===== src/logic/uarch_pkg.sv =====
// Microarchitecture package for the out-of-order issue back end
// Sizes, typed widths, opcode fields and micro-op encoding

package uarch_pkg;

  // ---------------------------------------------------------------------
  // Sizes
  // ---------------------------------------------------------------------
  localparam int NUM_PIPES   = 3;
  localparam int NUM_AREGS   = 32;
  localparam int NUM_PREGS   = 48;
  localparam int NUM_FREE    = NUM_PREGS - NUM_AREGS;
  localparam int MUL_LATENCY = 3;

  // ---------------------------------------------------------------------
  // Widths
  // ---------------------------------------------------------------------
  typedef logic [31:0]                          word_t;
  typedef logic [4:0]                           arch_reg_t;
  typedef logic [$clog2(NUM_PREGS)-1:0]         preg_t;
  typedef logic [4:0]                           seq_num_t;
  typedef logic [NUM_PIPES-1:0]                 pipe_mask_t;
  typedef logic [$clog2(NUM_PIPES)-1:0]         pipe_idx_t;
  typedef logic [$clog2(NUM_FREE)-1:0]          free_ptr_t;
  typedef logic [$clog2(NUM_FREE+1)-1:0]        free_cnt_t;
  typedef logic [$clog2(MUL_LATENCY+1)-1:0]     lat_t;

  // Micro-ops of the supported subset
  typedef enum logic [1:0] {
    UOP_ADD,
    UOP_ADDI,
    UOP_MUL
  } uop_e;

  // Instruction encoding fields
  localparam logic [6:0] OPC_OP        = 7'b0110011;
  localparam logic [6:0] OPC_OP_IMM    = 7'b0010011;
  localparam logic [6:0] FUNCT7_MULDIV = 7'b0000001;

endpackage


===== src/logic/rename_table.sv =====
// Register rename table
// Architectural to physical map plus a circular free list of physical
// registers; allocation pops the head, release pushes at the tail

`timescale 1ns/1ps

module rename_table (
  input  logic                 clk,
  input  logic                 rst,
  input  uarch_pkg::arch_reg_t rs1,
  input  uarch_pkg::arch_reg_t rs2,
  input  uarch_pkg::arch_reg_t rd,
  input  logic                 rename_en,
  output uarch_pkg::preg_t     prs1,
  output uarch_pkg::preg_t     prs2,
  output uarch_pkg::preg_t     prd_old,
  output uarch_pkg::preg_t     prd_new,
  output logic                 free_avail,
  input  logic                 free_en,
  input  uarch_pkg::preg_t     free_preg
);

  uarch_pkg::preg_t     map_q  [uarch_pkg::NUM_AREGS];
  uarch_pkg::preg_t     free_q [uarch_pkg::NUM_FREE];
  uarch_pkg::free_ptr_t head_q;
  uarch_pkg::free_ptr_t tail_q;
  uarch_pkg::free_cnt_t count_q;

  function automatic uarch_pkg::free_ptr_t next_ptr(input uarch_pkg::free_ptr_t ptr);
    if (ptr == uarch_pkg::free_ptr_t'(uarch_pkg::NUM_FREE - 1)) begin
      return '0;
    end
    return ptr + 1'b1;
  endfunction

  // Lookups are combinational so that sources see the map before this rename
  assign prs1       = map_q[rs1];
  assign prs2       = map_q[rs2];
  assign prd_old    = map_q[rd];
  assign prd_new    = free_q[head_q];
  assign free_avail = (count_q != '0);

  // ----------------------------------------------------------------------
  // Map table and free list update
  // ----------------------------------------------------------------------
  always_ff @(posedge clk) begin
    if (rst) begin
      // Identity map, upper registers all free
      for (int i = 0; i < uarch_pkg::NUM_AREGS; i++) begin
        map_q[i] <= uarch_pkg::preg_t'(i);
      end
      for (int j = 0; j < uarch_pkg::NUM_FREE; j++) begin
        free_q[j] <= uarch_pkg::preg_t'(uarch_pkg::NUM_AREGS + j);
      end
      head_q  <= '0;
      tail_q  <= '0;
      count_q <= uarch_pkg::free_cnt_t'(uarch_pkg::NUM_FREE);
    end else begin
      if (rename_en) begin
        map_q[rd] <= free_q[head_q];
        head_q    <= next_ptr(head_q);
      end
      if (free_en) begin
        free_q[tail_q] <= free_preg;
        tail_q         <= next_ptr(tail_q);
      end
      // Pop and push in one cycle leave the count alone
      if (rename_en && !free_en) begin
        count_q <= count_q - 1'b1;
      end else if (!rename_en && free_en) begin
        count_q <= count_q + 1'b1;
      end
    end
  end

endmodule


===== config.mk =====
export PLATFORM = sky130hd
export DESIGN_NAME = rename_table
export DESIGN_NICKNAME = d
export VERILOG_FILES = /design/src/logic/uarch_pkg.sv /design/src/logic/rename_table.sv
export SDC_FILE = /design/constraint.sdc
export NUM_CORES = 1
export LEC_CHECK = 0
export ABC_AREA = 1
export BUFFER_PORTS_ARGS = -buffer_cell sky130_fd_sc_hd__buf_2
export CAP_MARGIN = 5
export CORE_UTILIZATION = 30
export CTS_CLUSTER_DIAMETER = 30
export DETAILED_ROUTE_END_ITERATION = 10
export PLACE_DENSITY_LB_ADDON = 0.08
export SKIP_CTS_REPAIR_TIMING = 1
export SLEW_MARGIN = 20
export SYNTH_ARGS = -nofsm -noshare
export SYNTH_HDL_FRONTEND = slang
export SYNTH_SLANG_ARGS = --single-unit

===== constraint.sdc =====
create_clock -name clk -period 1.69 [get_ports clk]
set_clock_uncertainty 0.15 [all_clocks]
set_input_delay 0.2535 -clock clk [delete_from_list [all_inputs] [get_ports clk]]
set_output_delay 0.2535 -clock clk [all_outputs]
set_load 0.005 [all_outputs]

==> results.md, run 1 <==
Worst setup path:
- The start-to-end type of the worst setup path is flop to output pin.
- The required time reported for the critical path endpoint is 1.29 ns.
- At the worst endpoint, the arrival time is 2.03 ns.
- Along the worst path, the maximum fanout reaches 18.
- The most numerous cell type found on the critical path is sky130_fd_sc_hd__nand2_1.
- STA classifies the critical path endpoint as an output pin.
- The standard cell with the maximum stage delay on the critical path is sky130_fd_sc_hd__dfxtp_4.
- The startpoint type of the worst setup path is a flop.
- The largest incremental delay on the critical path is 0.44 ns.
- The critical path goes through inv_4 > buf_12 > nand2_1 > nand2_1 > nand2_1 > nand3_2 > nand3_2 > buf_12 > nand2_1 > buf_2.

Detailed routing:
- The average wire per standard cell is 21.70 um.
- The first routing iteration left 1706 violations.
- The DRC violation count after routing is 0.
- The routed via count divided by cell count is a little over 5.
- The final route contains 18690 vias.
- The final antenna-violating net count is 0.
- The sum of routed wire length over all layers is 78.78 mm.
- The detailed-router iteration count before antenna repair is 5.

Layout:
- The area of all placed cells without fillers is 27060 um2.
- The number of diodes added for antenna fixing is 0.
- Of the cells placed in the final design, the portion with a size suffix greater than 1 is approximately 34%.
- The final standard cell count with taps included and fillers excluded is 3630.
- The layout overhead on the synthesized area is 46.25%.
- After filler insertion, the fill cell instance count of the layout stands at 6012.
- At the end of the flow the core is filled with cells to around 45%.
- In the layout the commonest cells are sky130_fd_sc_hd__nand2_1, sky130_fd_sc_hd__nand3_1, sky130_fd_sc_hd__edfxtp_1.
- The final layout contains 2816 nets.
- The library cell used most frequently in the layout, excluding fill and tap cells, is sky130_fd_sc_hd__nand2_1.

Floorplan:
- After floorplanning, the core was sized to cover roughly 60000 um2.
- The area enclosed by the die boundary is 62670 um2.
- The top-level I/O count is 50.
- The horizontal extent of the die is around 250 um.
- From bottom edge to top edge, the die measures 250.3 um.
- The effective utilization at floorplan is 30.48%.
- Row generation in the floorplan step produced 90 rows.

Timing:
- The worst path uses 144.2% of the clock period.
- In the post-route analysis, the smallest setup slack over all paths is -0.7473 ns.
- The time the final worst path needs with I/O delays and setup is approximately 2.4 ns.
- Setup repair after global routing could not meet its margin everywhere.
- The final number of max-transition violations is 0.
- The final number of hold-violating endpoints is 15.
- In this run the tightest slew margin relative to its limit is 72.21%.
- For this run, the top clock speed supported by timing is 0.4103 GHz.
- The slew of the pin with the lowest slew margin is 0.4164 ns.
- Setup violations remaining at the end of the flow were counted as 423.
- The worst slack on hold paths is -0.02329 ns.

Global routing:
- The number of antenna violations at the first check in global routing was 0.
- For this run, global-route usage on met3 was measured as 3.242%.
- The met1 capacity usage during global routing is between 30% and 40%.
- The global-route total usage across every layer is approximately a quarter.
- The pin count of the biggest net entering global routing is 47.
- The number of global-route vias before repair is 17690.
- The first global-routing pass estimated approximately 120 mm of wire.
- In the global route stage, met2 resource usage came out at 41.03%.
- The global-route layer with the greatest usage is met2.
- For this run the aggregate overflow at the end of global routing stands at 0.

Logic synthesis:
- In the synthesized netlist the dominant register cell turns out to be sky130_fd_sc_hd__edfxtp_1.
- Yosys mapped a number of flops with a built-in enable equal to 288.
- The share of the Yosys chip area taken by registers is 48.58%.
- The synthesized netlist contains 34 unique library cells.
- The cell area after synthesis is 18500 um2.
- The synthesized netlist net count is 2457.
- The number of instances in the synthesized netlist is ~2400.
- The register bit total from synthesis is 305.
- Yosys printed 0 warnings.
- The mean cell area of the mapped netlist is 7.636 um2.
- The async set or reset register ratio after synthesis is 0%.

Placement:
- Buffers placed on the I/O ports in this run total 49.
- The number of cells in the design after placement is 3421.
- Before CTS, the worst setup slack after placement is -0.4825 ns.
- The sum of net half-perimeters after detailed placement is 58.49 mm.
- Routability-driven placement finished with a final weighted congestion of 0.9516.
- The cell area after placement is 22620 um2.

Run status:
- The final reports fail on hold timing, setup timing.
- The run finished, with violations left.

Clocking:
- The clock insertion delay at the later pin of the skew report is 0.61 ns.
- TritonCTS built the clock tree.
- The longest clock path from root to sink contains 3 buffers.
- CTS placed an instance of sky130_fd_sc_hd__clkbuf_16 at the clock tree root.
- Counting the buffers created by CTS gives 81.
- Clock-pin slew was measured on the worst setup and hold paths at 0.05 ns.
- The H-tree depth reported by CTS is 3.
- The total number of clock tree sinks is 305.

Power and ir drop:
- After layout, the design draws a total of ~28 mW.
- The static leakage power is between 10 and 15 nW.
- The largest voltage drop on the vdd net is 0.6570 mV.
- The power per cell area is 1025 nW/um2.

Run:
- The max-cap violation count is 0.

Worst hold path:
- The worst min-delay path class is input pin to flop.
synthesized netlist by cell type (2+ instances only):
| master | number | area share (%) |
|---|---|---|
| sky130_fd_sc_hd__xor2_1 | 4 | 0.19 |
| sky130_fd_sc_hd__nand3_1 | 411 | 11 |
| sky130_fd_sc_hd__o211ai_1 | 6 | 0.24 |
| sky130_fd_sc_hd__buf_1 | 11 | 0.22 |
| sky130_fd_sc_hd__dfxtp_1 | 17 | 1.8 |
| sky130_fd_sc_hd__nor2_1 | 133 | 2.7 |
| sky130_fd_sc_hd__nor3_4 | 7 | 0.62 |
| sky130_fd_sc_hd__buf_2 | 71 | 1.9 |
| sky130_fd_sc_hd__nand3_2 | 10 | 0.54 |
| sky130_fd_sc_hd__nand2_1 | 1021 | 21 |
| sky130_fd_sc_hd__clkbuf_1 | 77 | 1.6 |
| sky130_fd_sc_hd__nand4_1 | 49 | 1.7 |
| sky130_fd_sc_hd__a21oi_2 | 44 | 2.1 |
| sky130_fd_sc_hd__nor2_4 | 19 | 1.2 |
| sky130_fd_sc_hd__nor3_1 | 2 | 0.054 |
| sky130_fd_sc_hd__nor2_2 | 6 | 0.20 |
| sky130_fd_sc_hd__a21oi_1 | 78 | 2.1 |
| sky130_fd_sc_hd__inv_2 | 40 | 0.81 |
| sky130_fd_sc_hd__o21ai_1 | 13 | 0.35 |
| sky130_fd_sc_hd__edfxtp_1 | 288 | 47 |
| sky130_fd_sc_hd__inv_1 | 78 | 1.6 |
| sky130_fd_sc_hd__inv_4 | 6 | 0.20 |
| sky130_fd_sc_hd__o21ai_0 | 13 | 0.35 |
| sky130_fd_sc_hd__ha_1 | 9 | 0.61 |
through the flow:
step / TNS (ns) / hold slack [ns]
after floorplan: -0.2714 / 0.1991
final: -70.67 / -0.02329
after CTS: -62.55 / -0.2190
after global routing: -123.58 / 0.01078
after global placement: -93.82 / 0.3570
after detailed placement: -93.59 / 0.3678
per-layer routing:
metal	wire length (um)	vias to the layer above
met1	33710	8982
met2	37760	737
met5	0	-
li1	-	8818
met4	2335	0
met3	4973	149
kinds of logic after synthesis:
group                    after synthesis  share of synthesized area [%]
buffers and inverters                285                          6.370
AO/OA/AOI/OAI                        157                          5.261
XOR/XNOR                               5                         0.2367
flip-flops                           305                          48.58
adder cells (fa/ha/maj)                9                         0.6087
AND/OR/NAND/NOR                     1662                          38.94
path summary, 6_finish.rpt:
check                                from            to  slack (ns)  cells past startpoint
worst max-delay path                 flop    prd_new[3]       -0.75                     10
worst min-delay path              free_en     tail_q[0]       -0.02                      4
worst max register to register       flop  map_q[15][1]       -0.33                     11
worst min register to register  head_q[0]          flop        0.38                      2
layout make-up:
class	instances	area, um2	area share [%]
Clock buffer	92	2111	7.801
Clock inverter	57	583.1	2.155
Inverter	124	483.0	1.785
Multi-Input combinational cell	1833	9509	35.14
Sequential cell	305	8994	33.24
Tap cell	782	978.4	3.616
Timing Repair Buffer	437	4400	16.26
registers in the layout (all words and copies together), names as in the netlist, named ones only:
| name | count |
|---|---|
| count_q | 5 |
| map_q | 192 |
| tail_q | 4 |
| free_q | 96 |
| head_q | 4 |
worst max-delay path, delay by kind of cell, from the launching register on:
kind / cells / cell delay [ns]
flip-flops: 1 / 0.44
buffers and inverters: 4 / 0.49
AND/OR/NAND/NOR: 6 / 0.47
where the power goes:
group          switching, mW  internal, mW  total [mW]
Sequential             0.210          8.49        8.70
Combinational           2.48          1.49        3.98
Clock                   4.76          10.3        15.0
No activity file was read; power rests on OpenSTA's default activity.
==> run 2: changes to the inputs <==
- CORE_UTILIZATION: 30 -> 25
==> run 2 against run 1 <==
The run ends with DRC, hold timing, setup timing left; hold slack improved by 0.013 ns; routed wire length rose by 9.3%; power rose by 11%; critical path type unchanged; worst setup slack got worse by 0.12 ns; first-iteration DRC count rose by 1.1%; highest routed layer unchanged; cell area rose by 4.3%; utilization fell by 6.0 points; clock-buffer cell count rose by 11.
==> results.md, run 2 (same netlist as run 1, synthesis figures left out) <==
Worst setup path:
- The largest incremental delay on the critical path is 0.40 ns (was 0.44 ns).
- The required time reported for the critical path endpoint is 1.29 ns (about the same).
- CP Cell Sequence: buf_12 > inv_16 > clkbuf_16 > o21ai_4 > nand3_2 > nand3_4 > buf_12 > nand2_2 > buf_2 (was inv_4 > buf_12 > nand2_1 > nand2_1 > nand2_1 > nand3_2 > nand3_2 > buf_12 > nand2_1 > buf_2).
- The number of buffer and inverter instances along the worst setup path is 5 (was 4).
- The standard cell with the maximum stage delay on the critical path is sky130_fd_sc_hd__dfxtp_4 (unchanged).
- The cell type group with the largest total delay on the critical path is buffers and inverters (unchanged).
- The cell type with the highest occurrence count on the critical path was sky130_fd_sc_hd__buf_12 (was sky130_fd_sc_hd__nand2_1).
- The start-to-end type of the worst setup path is flop to output pin (unchanged).
- The nature of the critical path endpoint is an output pin (unchanged).
- The data arrival time of the critical path is 2.15 ns (was 2.03 ns).
- The highest fanout seen on the critical path is 9 (was 18).
- The startpoint type of the worst setup path is a flop (unchanged).

Detailed routing:
- The sum of routed wire length over all layers is 86.14 mm (was 78.78 mm).
- The DRC violation count after routing is 10 (was 0).
- The violation count after the first detailed-route iteration is 1724 (was 1706).
- The average wire per standard cell is 22.34 um (was 21.70 um).
- The routed via count divided by cell count came to 4.922 (was 5.148).
- The total number of vias is 18980 (was 18690).
- The final antenna-violating net count is 0 (unchanged).
- The detailed-router iteration count before antenna repair is 11 (was 5).

Worst hold path:
- The worst min-delay path class is input pin to flop (unchanged).

Layout:
- The leading cell type in the layout, fill and taps excluded is sky130_fd_sc_hd__nand2_1 (unchanged).
- The area of all placed cells without fillers came to 28210 um2 (was 27060 um2).
- The final standard cell count with taps included and fillers excluded is 3856 (was 3630).
- Largest registers: map_q (192), free_q (96), count_q (5) (unchanged).
- The share of the core filled with cells is 38.60% (was 44.58%).
- The most flop-heavy register is map_q (unchanged).
- The number of diodes added for antenna fixing is 0 (unchanged).
- The share of cells above drive strength 1 is 34.35% (was 33.67%).
- Most frequent cells in the layout: sky130_fd_sc_hd__nand2_1, sky130_fd_sc_hd__nand3_1, sky130_fd_sc_hd__edfxtp_1 (unchanged).
- The number of fill cells in the layout is 7422 (was 6012).
- The flip-flop count of the largest register after layout is 192 (unchanged).
- The number of nets in the layout is 2856 (was 2816).
- The layout overhead on the synthesized area is 52.49% (was 46.25%).

Placement:
- The port buffer count came to 49 (unchanged).
- The setup slack at placement is -0.5478 ns (was -0.4825 ns).
- The weighted congestion at the end of routability-driven global placement was 0.9371 (was 0.9516).
- The number of cells in the design after placement was 3581 (was 3421).
- The cell area after placement came to 22630 um2 (was 22620 um2).
- The sum of net half-perimeters after detailed placement came to 58.64 mm (was 58.49 mm).

Run status:
- Violated checks: DRC, hold timing, setup timing (was hold timing, setup timing).
- Run status: complete, but fails checks (unchanged).

Global routing:
- The number of antenna violations at the first check in global routing came to 0 (unchanged).
- The global-route wire length before repair was 119.9 mm (was 115.1 mm).
- The pin count of the biggest net entering global routing came to 59 (was 47).
- The number of global-route vias before repair is 18280 (was 17690).
- The global-route total usage across every layer is 21.84% (was 24.68%).
- The remaining global-route overflow was 0 (unchanged).

Power and ir drop:
- The net switching power figure came to 8.175 mW (was 7.454 mW).
- The switching part of the total is 26.50% (was 26.89%).
- The combinational cell fraction of total power is 14.5% (was 14.3%).
- The design internal power is 22.68 mW (was 20.27 mW).
- The largest voltage drop on the vdd net is 0.7468 mV (was 0.6570 mV).
- The sequential share of power is 28.2% (was 31.4%).
- The total power draw was 30.85 mW (was 27.72 mW).
- The power per cell area is 1094 nW/um2 (was 1025 nW/um2).
- The part of the power in the clock network is 57.4% (was 54.3%).
- The static leakage power is 11.59 nW (was 11.17 nW).

Timing:
- The post-layout worst setup margin is -0.8655 ns (was -0.7473 ns).
- The worst slack on hold paths is -0.01075 ns (was -0.02329 ns).
- The worst-case headroom to the max-slew limit is 69.31% (was 72.21%).
- The time the final worst path needs with I/O delays and setup came to 2.556 ns (was 2.437 ns).
- The slew of the pin with the lowest slew margin is 0.4598 ns (was 0.4164 ns).
- The final number of hold-violating endpoints was 1 (was 15).
- The number of setup violations in the final report came to 325 (was 423).
- The highest achievable clock rate came to 0.3913 GHz (was 0.4103 GHz).
- The final number of max-transition violations is 0 (unchanged).
- The post-route fraction of the period consumed by the critical path was 151.2% (was 144.2%).
- Setup repair after global routing missed its margin: yes (unchanged).

Clocking:
- The clock-pin slew on the worst setup and hold paths came to 0.04 ns (was 0.05 ns).
- The H-tree depth reported by CTS was 3 (unchanged).
- The TritonCTS clock tree was done (unchanged).
- The clock insertion delay at the later pin of the skew report is 0.65 ns (was 0.61 ns).
- The total number of clock tree sinks is 305 (unchanged).
- The root cell of the clock tree was sky130_fd_sc_hd__clkbuf_16 (unchanged).
- The buffer levels on the longest clock path came to 3 (unchanged).
- The number of buffers created by CTS is 90 (was 81).

Floorplan:
- The area enclosed by the die boundary is 75100 um2 (was 62670 um2).
- The horizontal extent of the die is 274.0 um (was 250.3 um).
- The effective utilization at floorplan is 25.32% (was 30.48%).
- The number of cell rows came to 99 (was 90).
- The area of the core is 73080 um2 (was 60700 um2).
- The die outline height is 274.0 um (was 250.3 um).
- The top-level I/O count is 50 (unchanged).

Run:
- The max-cap violation count is 0 (unchanged).
[run 2: power groups by stage]
stage	registers (mW)	logic, mW	clock network (mW)
after global placement	8.81	3.59	0
after global routing	8.71	4.75	18.4
after detailed placement	8.81	3.59	0
final	8.69	4.46	17.7
after floorplan	8.71	1.81	0
after CTS	8.69	3.60	18.0
[run 2: layout make-up]
class	instances	area (um2)	area share [%]
tap	959	1200	4.253
sequential	305	8992	31.87
clock inverter	64	885.9	3.140
clock buffer	103	2331	8.262
multi-input combinational	1833	9437	33.45
timing repair buffer	468	4870	17.26
inverter	124	496.7	1.761
[run 2: worst paths after layout]
kind / from / endpoint / slack [ns] / cells after the start
max reg2reg: flop / map_q[25][2] / -0.56 / 14
min reg2reg: head_q[0] / flop / 0.36 / 2
max: flop / prd_new[1] / -0.87 / 9
min: free_preg[1] / free_q[15][1] / -0.01 / 4
[run 2: worst reg2reg max path, delay by kind of cell, from the launching register on]
kind            cells  cell delay, ns
compound gates      1            0.12
simple gates        5            0.41
flops               1            0.37
buf+inv             8            1.06
[run 2: layer usage]
layer	up-vias	GRT usage [%]	routed length, um
li1	8911	-	-
met1	9202	28.95	37940
met5	-	0	0
met3	160	3.083	4700
met2	705	35.57	40440
met4	0	8.991	3064
[run 2: through the flow]
step	setup TNS, ns	hold slack, ns
after floorplan	-0.2714	0.1991
final	-94.91	-0.01075
after global routing	-126.26	0.001010
after CTS	-88.45	-0.1987
after detailed placement	-162.68	0.3565
after global placement	-159.98	0.3527
==> run 3: changes to the inputs <==
- TNS_END_PERCENT: default -> 20
==> run 3 against run 2 <==
The flow finishes with violations (DRC, setup timing); hold slack better by 0.031 ns; register-to-register slack gained 0.13 ns; die area unchanged; critical endpoint unchanged; largest cell class unchanged.
==> results.md, run 3 (same netlist as run 1, synthesis figures left out) <==
Power and ir drop:
- The combinational cell fraction of total power is 14.5% (about the same).
- The switching part of the total was 27.39% (was 26.50%).
- The power per cell area was 1036 nW/um2 (was 1094 nW/um2).
- The total power draw is 28.49 mW (was 30.85 mW).
- The net switching power figure is 7.805 mW (was 8.175 mW).
- The sequential share of power is 30.5% (was 28.2%).
- The static leakage power was 11.28 nW (was 11.59 nW).
- The largest voltage drop on the vdd net is 0.7666 mV (was 0.7468 mV).
- The design internal power is 20.69 mW (was 22.68 mW).
- The part of the power in the clock network is 55.0% (was 57.4%).

Layout:
- Most frequent cells in the layout: sky130_fd_sc_hd__nand2_1, sky130_fd_sc_hd__nand3_1, sky130_fd_sc_hd__buf_4 (was sky130_fd_sc_hd__nand2_1, sky130_fd_sc_hd__nand3_1, sky130_fd_sc_hd__edfxtp_1).
- Largest registers: map_q (192), free_q (96), count_q (5) (unchanged).
- The layout overhead on the synthesized area is 48.66% (was 52.49%).
- The leading cell type in the layout, fill and taps excluded is sky130_fd_sc_hd__nand2_1 (unchanged).
- The flip-flop count of the largest register after layout is 192 (unchanged).
- The area of all placed cells without fillers is 27510 um2 (was 28210 um2).
- The number of fill cells in the layout is 7551 (was 7422).
- The share of the core filled with cells is 37.64% (was 38.60%).
- The share of cells above drive strength 1 is 34.21% (was 34.35%).
- The most flop-heavy register is map_q (unchanged).
- The combined area of the multi-input logic cells is 9490 um2 (was 9437 um2).
- The area used by sequential logic in the layout is 8995 um2 (was 8992 um2).
- The number of diodes added for antenna fixing is 0 (unchanged).
- The number of nets in the layout is 2837 (was 2856).
- The final standard cell count with taps included and fillers excluded is 3827 (was 3856).

Placement:
- The cell area after placement is 22960 um2 (was 22630 um2).
- The weighted congestion at the end of routability-driven global placement came to 0.9182 (was 0.9371).
- The port buffer count is 49 (unchanged).
- The setup slack at placement is -0.5518 ns (was -0.5478 ns).
- The sum of net half-perimeters after detailed placement is 62.42 mm (was 58.64 mm).
- The number of cells in the design after placement is 3631 (was 3581).

Clocking:
- The number of buffers created by CTS was 83 (was 90).
- The root cell of the clock tree is sky130_fd_sc_hd__clkbuf_16 (unchanged).
- The total number of clock tree sinks is 305 (unchanged).
- The H-tree depth reported by CTS came to 3 (unchanged).
- The clock-pin slew on the worst setup and hold paths is 0.04 ns (about the same).
- The TritonCTS clock tree was done (unchanged).
- The clock insertion delay at the later pin of the skew report was 0.63 ns (was 0.65 ns).
- The buffer levels on the longest clock path is 3 (unchanged).

Detailed routing:
- The DRC violation count after routing is 12 (was 10).
- The final antenna-violating net count is 0 (unchanged).
- The violation count after the first detailed-route iteration is 1689 (was 1724).
- The sum of routed wire length over all layers is 84.72 mm (was 86.14 mm).
- The average wire per standard cell is 22.14 um (was 22.34 um).
- The detailed-router iteration count before antenna repair is 8 (was 11).
- The routed via count divided by cell count is 4.919 (was 4.922).
- The total number of vias is 18820 (was 18980).

Timing:
- The sum of negative setup slack is -67.19 ns (was -94.91 ns).
- The time the final worst path needs with I/O delays and setup was 2.545 ns (was 2.556 ns).
- The highest achievable clock rate was 0.3930 GHz (was 0.3913 GHz).
- The slew of the pin with the lowest slew margin is 0.4670 ns (was 0.4598 ns).
- The final number of hold-violating endpoints was 0 (was 1).
- The number of setup violations in the final report is 302 (was 325).
- Setup repair after global routing missed its margin: yes (unchanged).
- The post-layout worst setup margin is -0.8547 ns (was -0.8655 ns).
- The final number of max-transition violations came to 0 (unchanged).
- The worst slack on hold paths is 0.02047 ns (was -0.01075 ns).
- The worst-case headroom to the max-slew limit was 68.83% (was 69.31%).
- The post-route fraction of the period consumed by the critical path is 150.6% (was 151.2%).

Global routing:
- The remaining global-route overflow is 0 (unchanged).
- The global-route wire length before repair is 123.1 mm (was 119.9 mm).
- The number of antenna violations at the first check in global routing is 2 (was 0).
- The global-route total usage across every layer is 22.43% (was 21.84%).
- The met1 capacity usage during global routing came to 30.86% (was 28.95%).
- The number of global-route vias before repair came to 18260 (was 18280).
- The global-route layer with the greatest usage is met2 (unchanged).
- The met2 track demand over resource is 36.33% (was 35.57%).
- The fraction of met3 tracks used by global routing is 3.591% (was 3.083%).
- The pin count of the biggest net entering global routing was 47 (was 59).

Worst setup path:
- The required time reported for the critical path endpoint is 1.29 ns (about the same).
- The nature of the critical path endpoint is an output pin (unchanged).
- The startpoint type of the worst setup path is a flop (unchanged).
- The start-to-end type of the worst setup path is flop to output pin (unchanged).
- The worst setup slack for register-to-register paths was -0.43 ns (was -0.56 ns).
- The data arrival time of the critical path is 2.14 ns (was 2.15 ns).
- The highest fanout seen on the critical path is 18 (was 9).

Floorplan:
- The top-level I/O count is 50 (unchanged).
- The area enclosed by the die boundary is 75100 um2 (unchanged).
- The effective utilization at floorplan came to 25.32% (unchanged).
- The die outline height is 274.0 um (unchanged).
- The area of the core was 73080 um2 (unchanged).
- The number of cell rows is 99 (unchanged).
- The horizontal extent of the die is 274.0 um (unchanged).

Run:
- The max-cap violation count is 0 (unchanged).

Worst hold path:
- The worst min-delay path class is input pin to flop (unchanged).

Run status:
- Violated checks: DRC, setup timing (was DRC, hold timing, setup timing).
- Run status: complete, but fails checks (unchanged).
==> run 3: final timing paths <==
| path | depth (start not counted) | end | from |
|---|---|---|---|
| max | 7 | prd_new[1] | flop |
| min | 4 | free_q[12][4] | free_preg[4] |
| max reg2reg | 10 | map_q[15][2] | flop |
| min reg2reg | 2 | flop | head_q[0] |
==> run 3: layer usage <==
layer	vias to the layer above	wire length, um
met5	-	29
met4	4	2285
met3	131	4961
met2	644	39030
met1	9187	38420
li1	8858	-
==> run 3: power groups by stage <==
stage          combinational, mW  sequential [mW]  clock (mW)
6_report                    4.13             8.70        15.7
4_1_cts                     3.64             8.70        15.9
2_1_floorplan               1.78             8.71           0
3_3_place_gp                3.63             8.83           0
5_1_grt                     4.43             8.71        16.3
3_5_place_dp                3.63             8.83           0
==> run 3: final cells by class <==
| type | instances | area share (%) |
|---|---|---|
| clock inverter | 53 | 2.343 |
| clock buffer | 97 | 7.888 |
| inverter | 124 | 1.756 |
| timing repair buffer | 456 | 16.44 |
| sequential | 305 | 32.70 |
| multi-input combinational | 1833 | 34.50 |
| tap | 959 | 4.362 |
==> run 3: critical path, cell delays in order, from the launching register on <==
cell and delay [ns]:
sky130_fd_sc_hd__dfxtp_4 0.39, sky130_fd_sc_hd__buf_12 0.17, sky130_fd_sc_hd__o211ai_1 0.24, sky130_fd_sc_hd__nand3_2 0.19
sky130_fd_sc_hd__nand3_4 0.15, sky130_fd_sc_hd__buf_12 0.16, sky130_fd_sc_hd__nand2_1 0.06, sky130_fd_sc_hd__buf_2 0.12
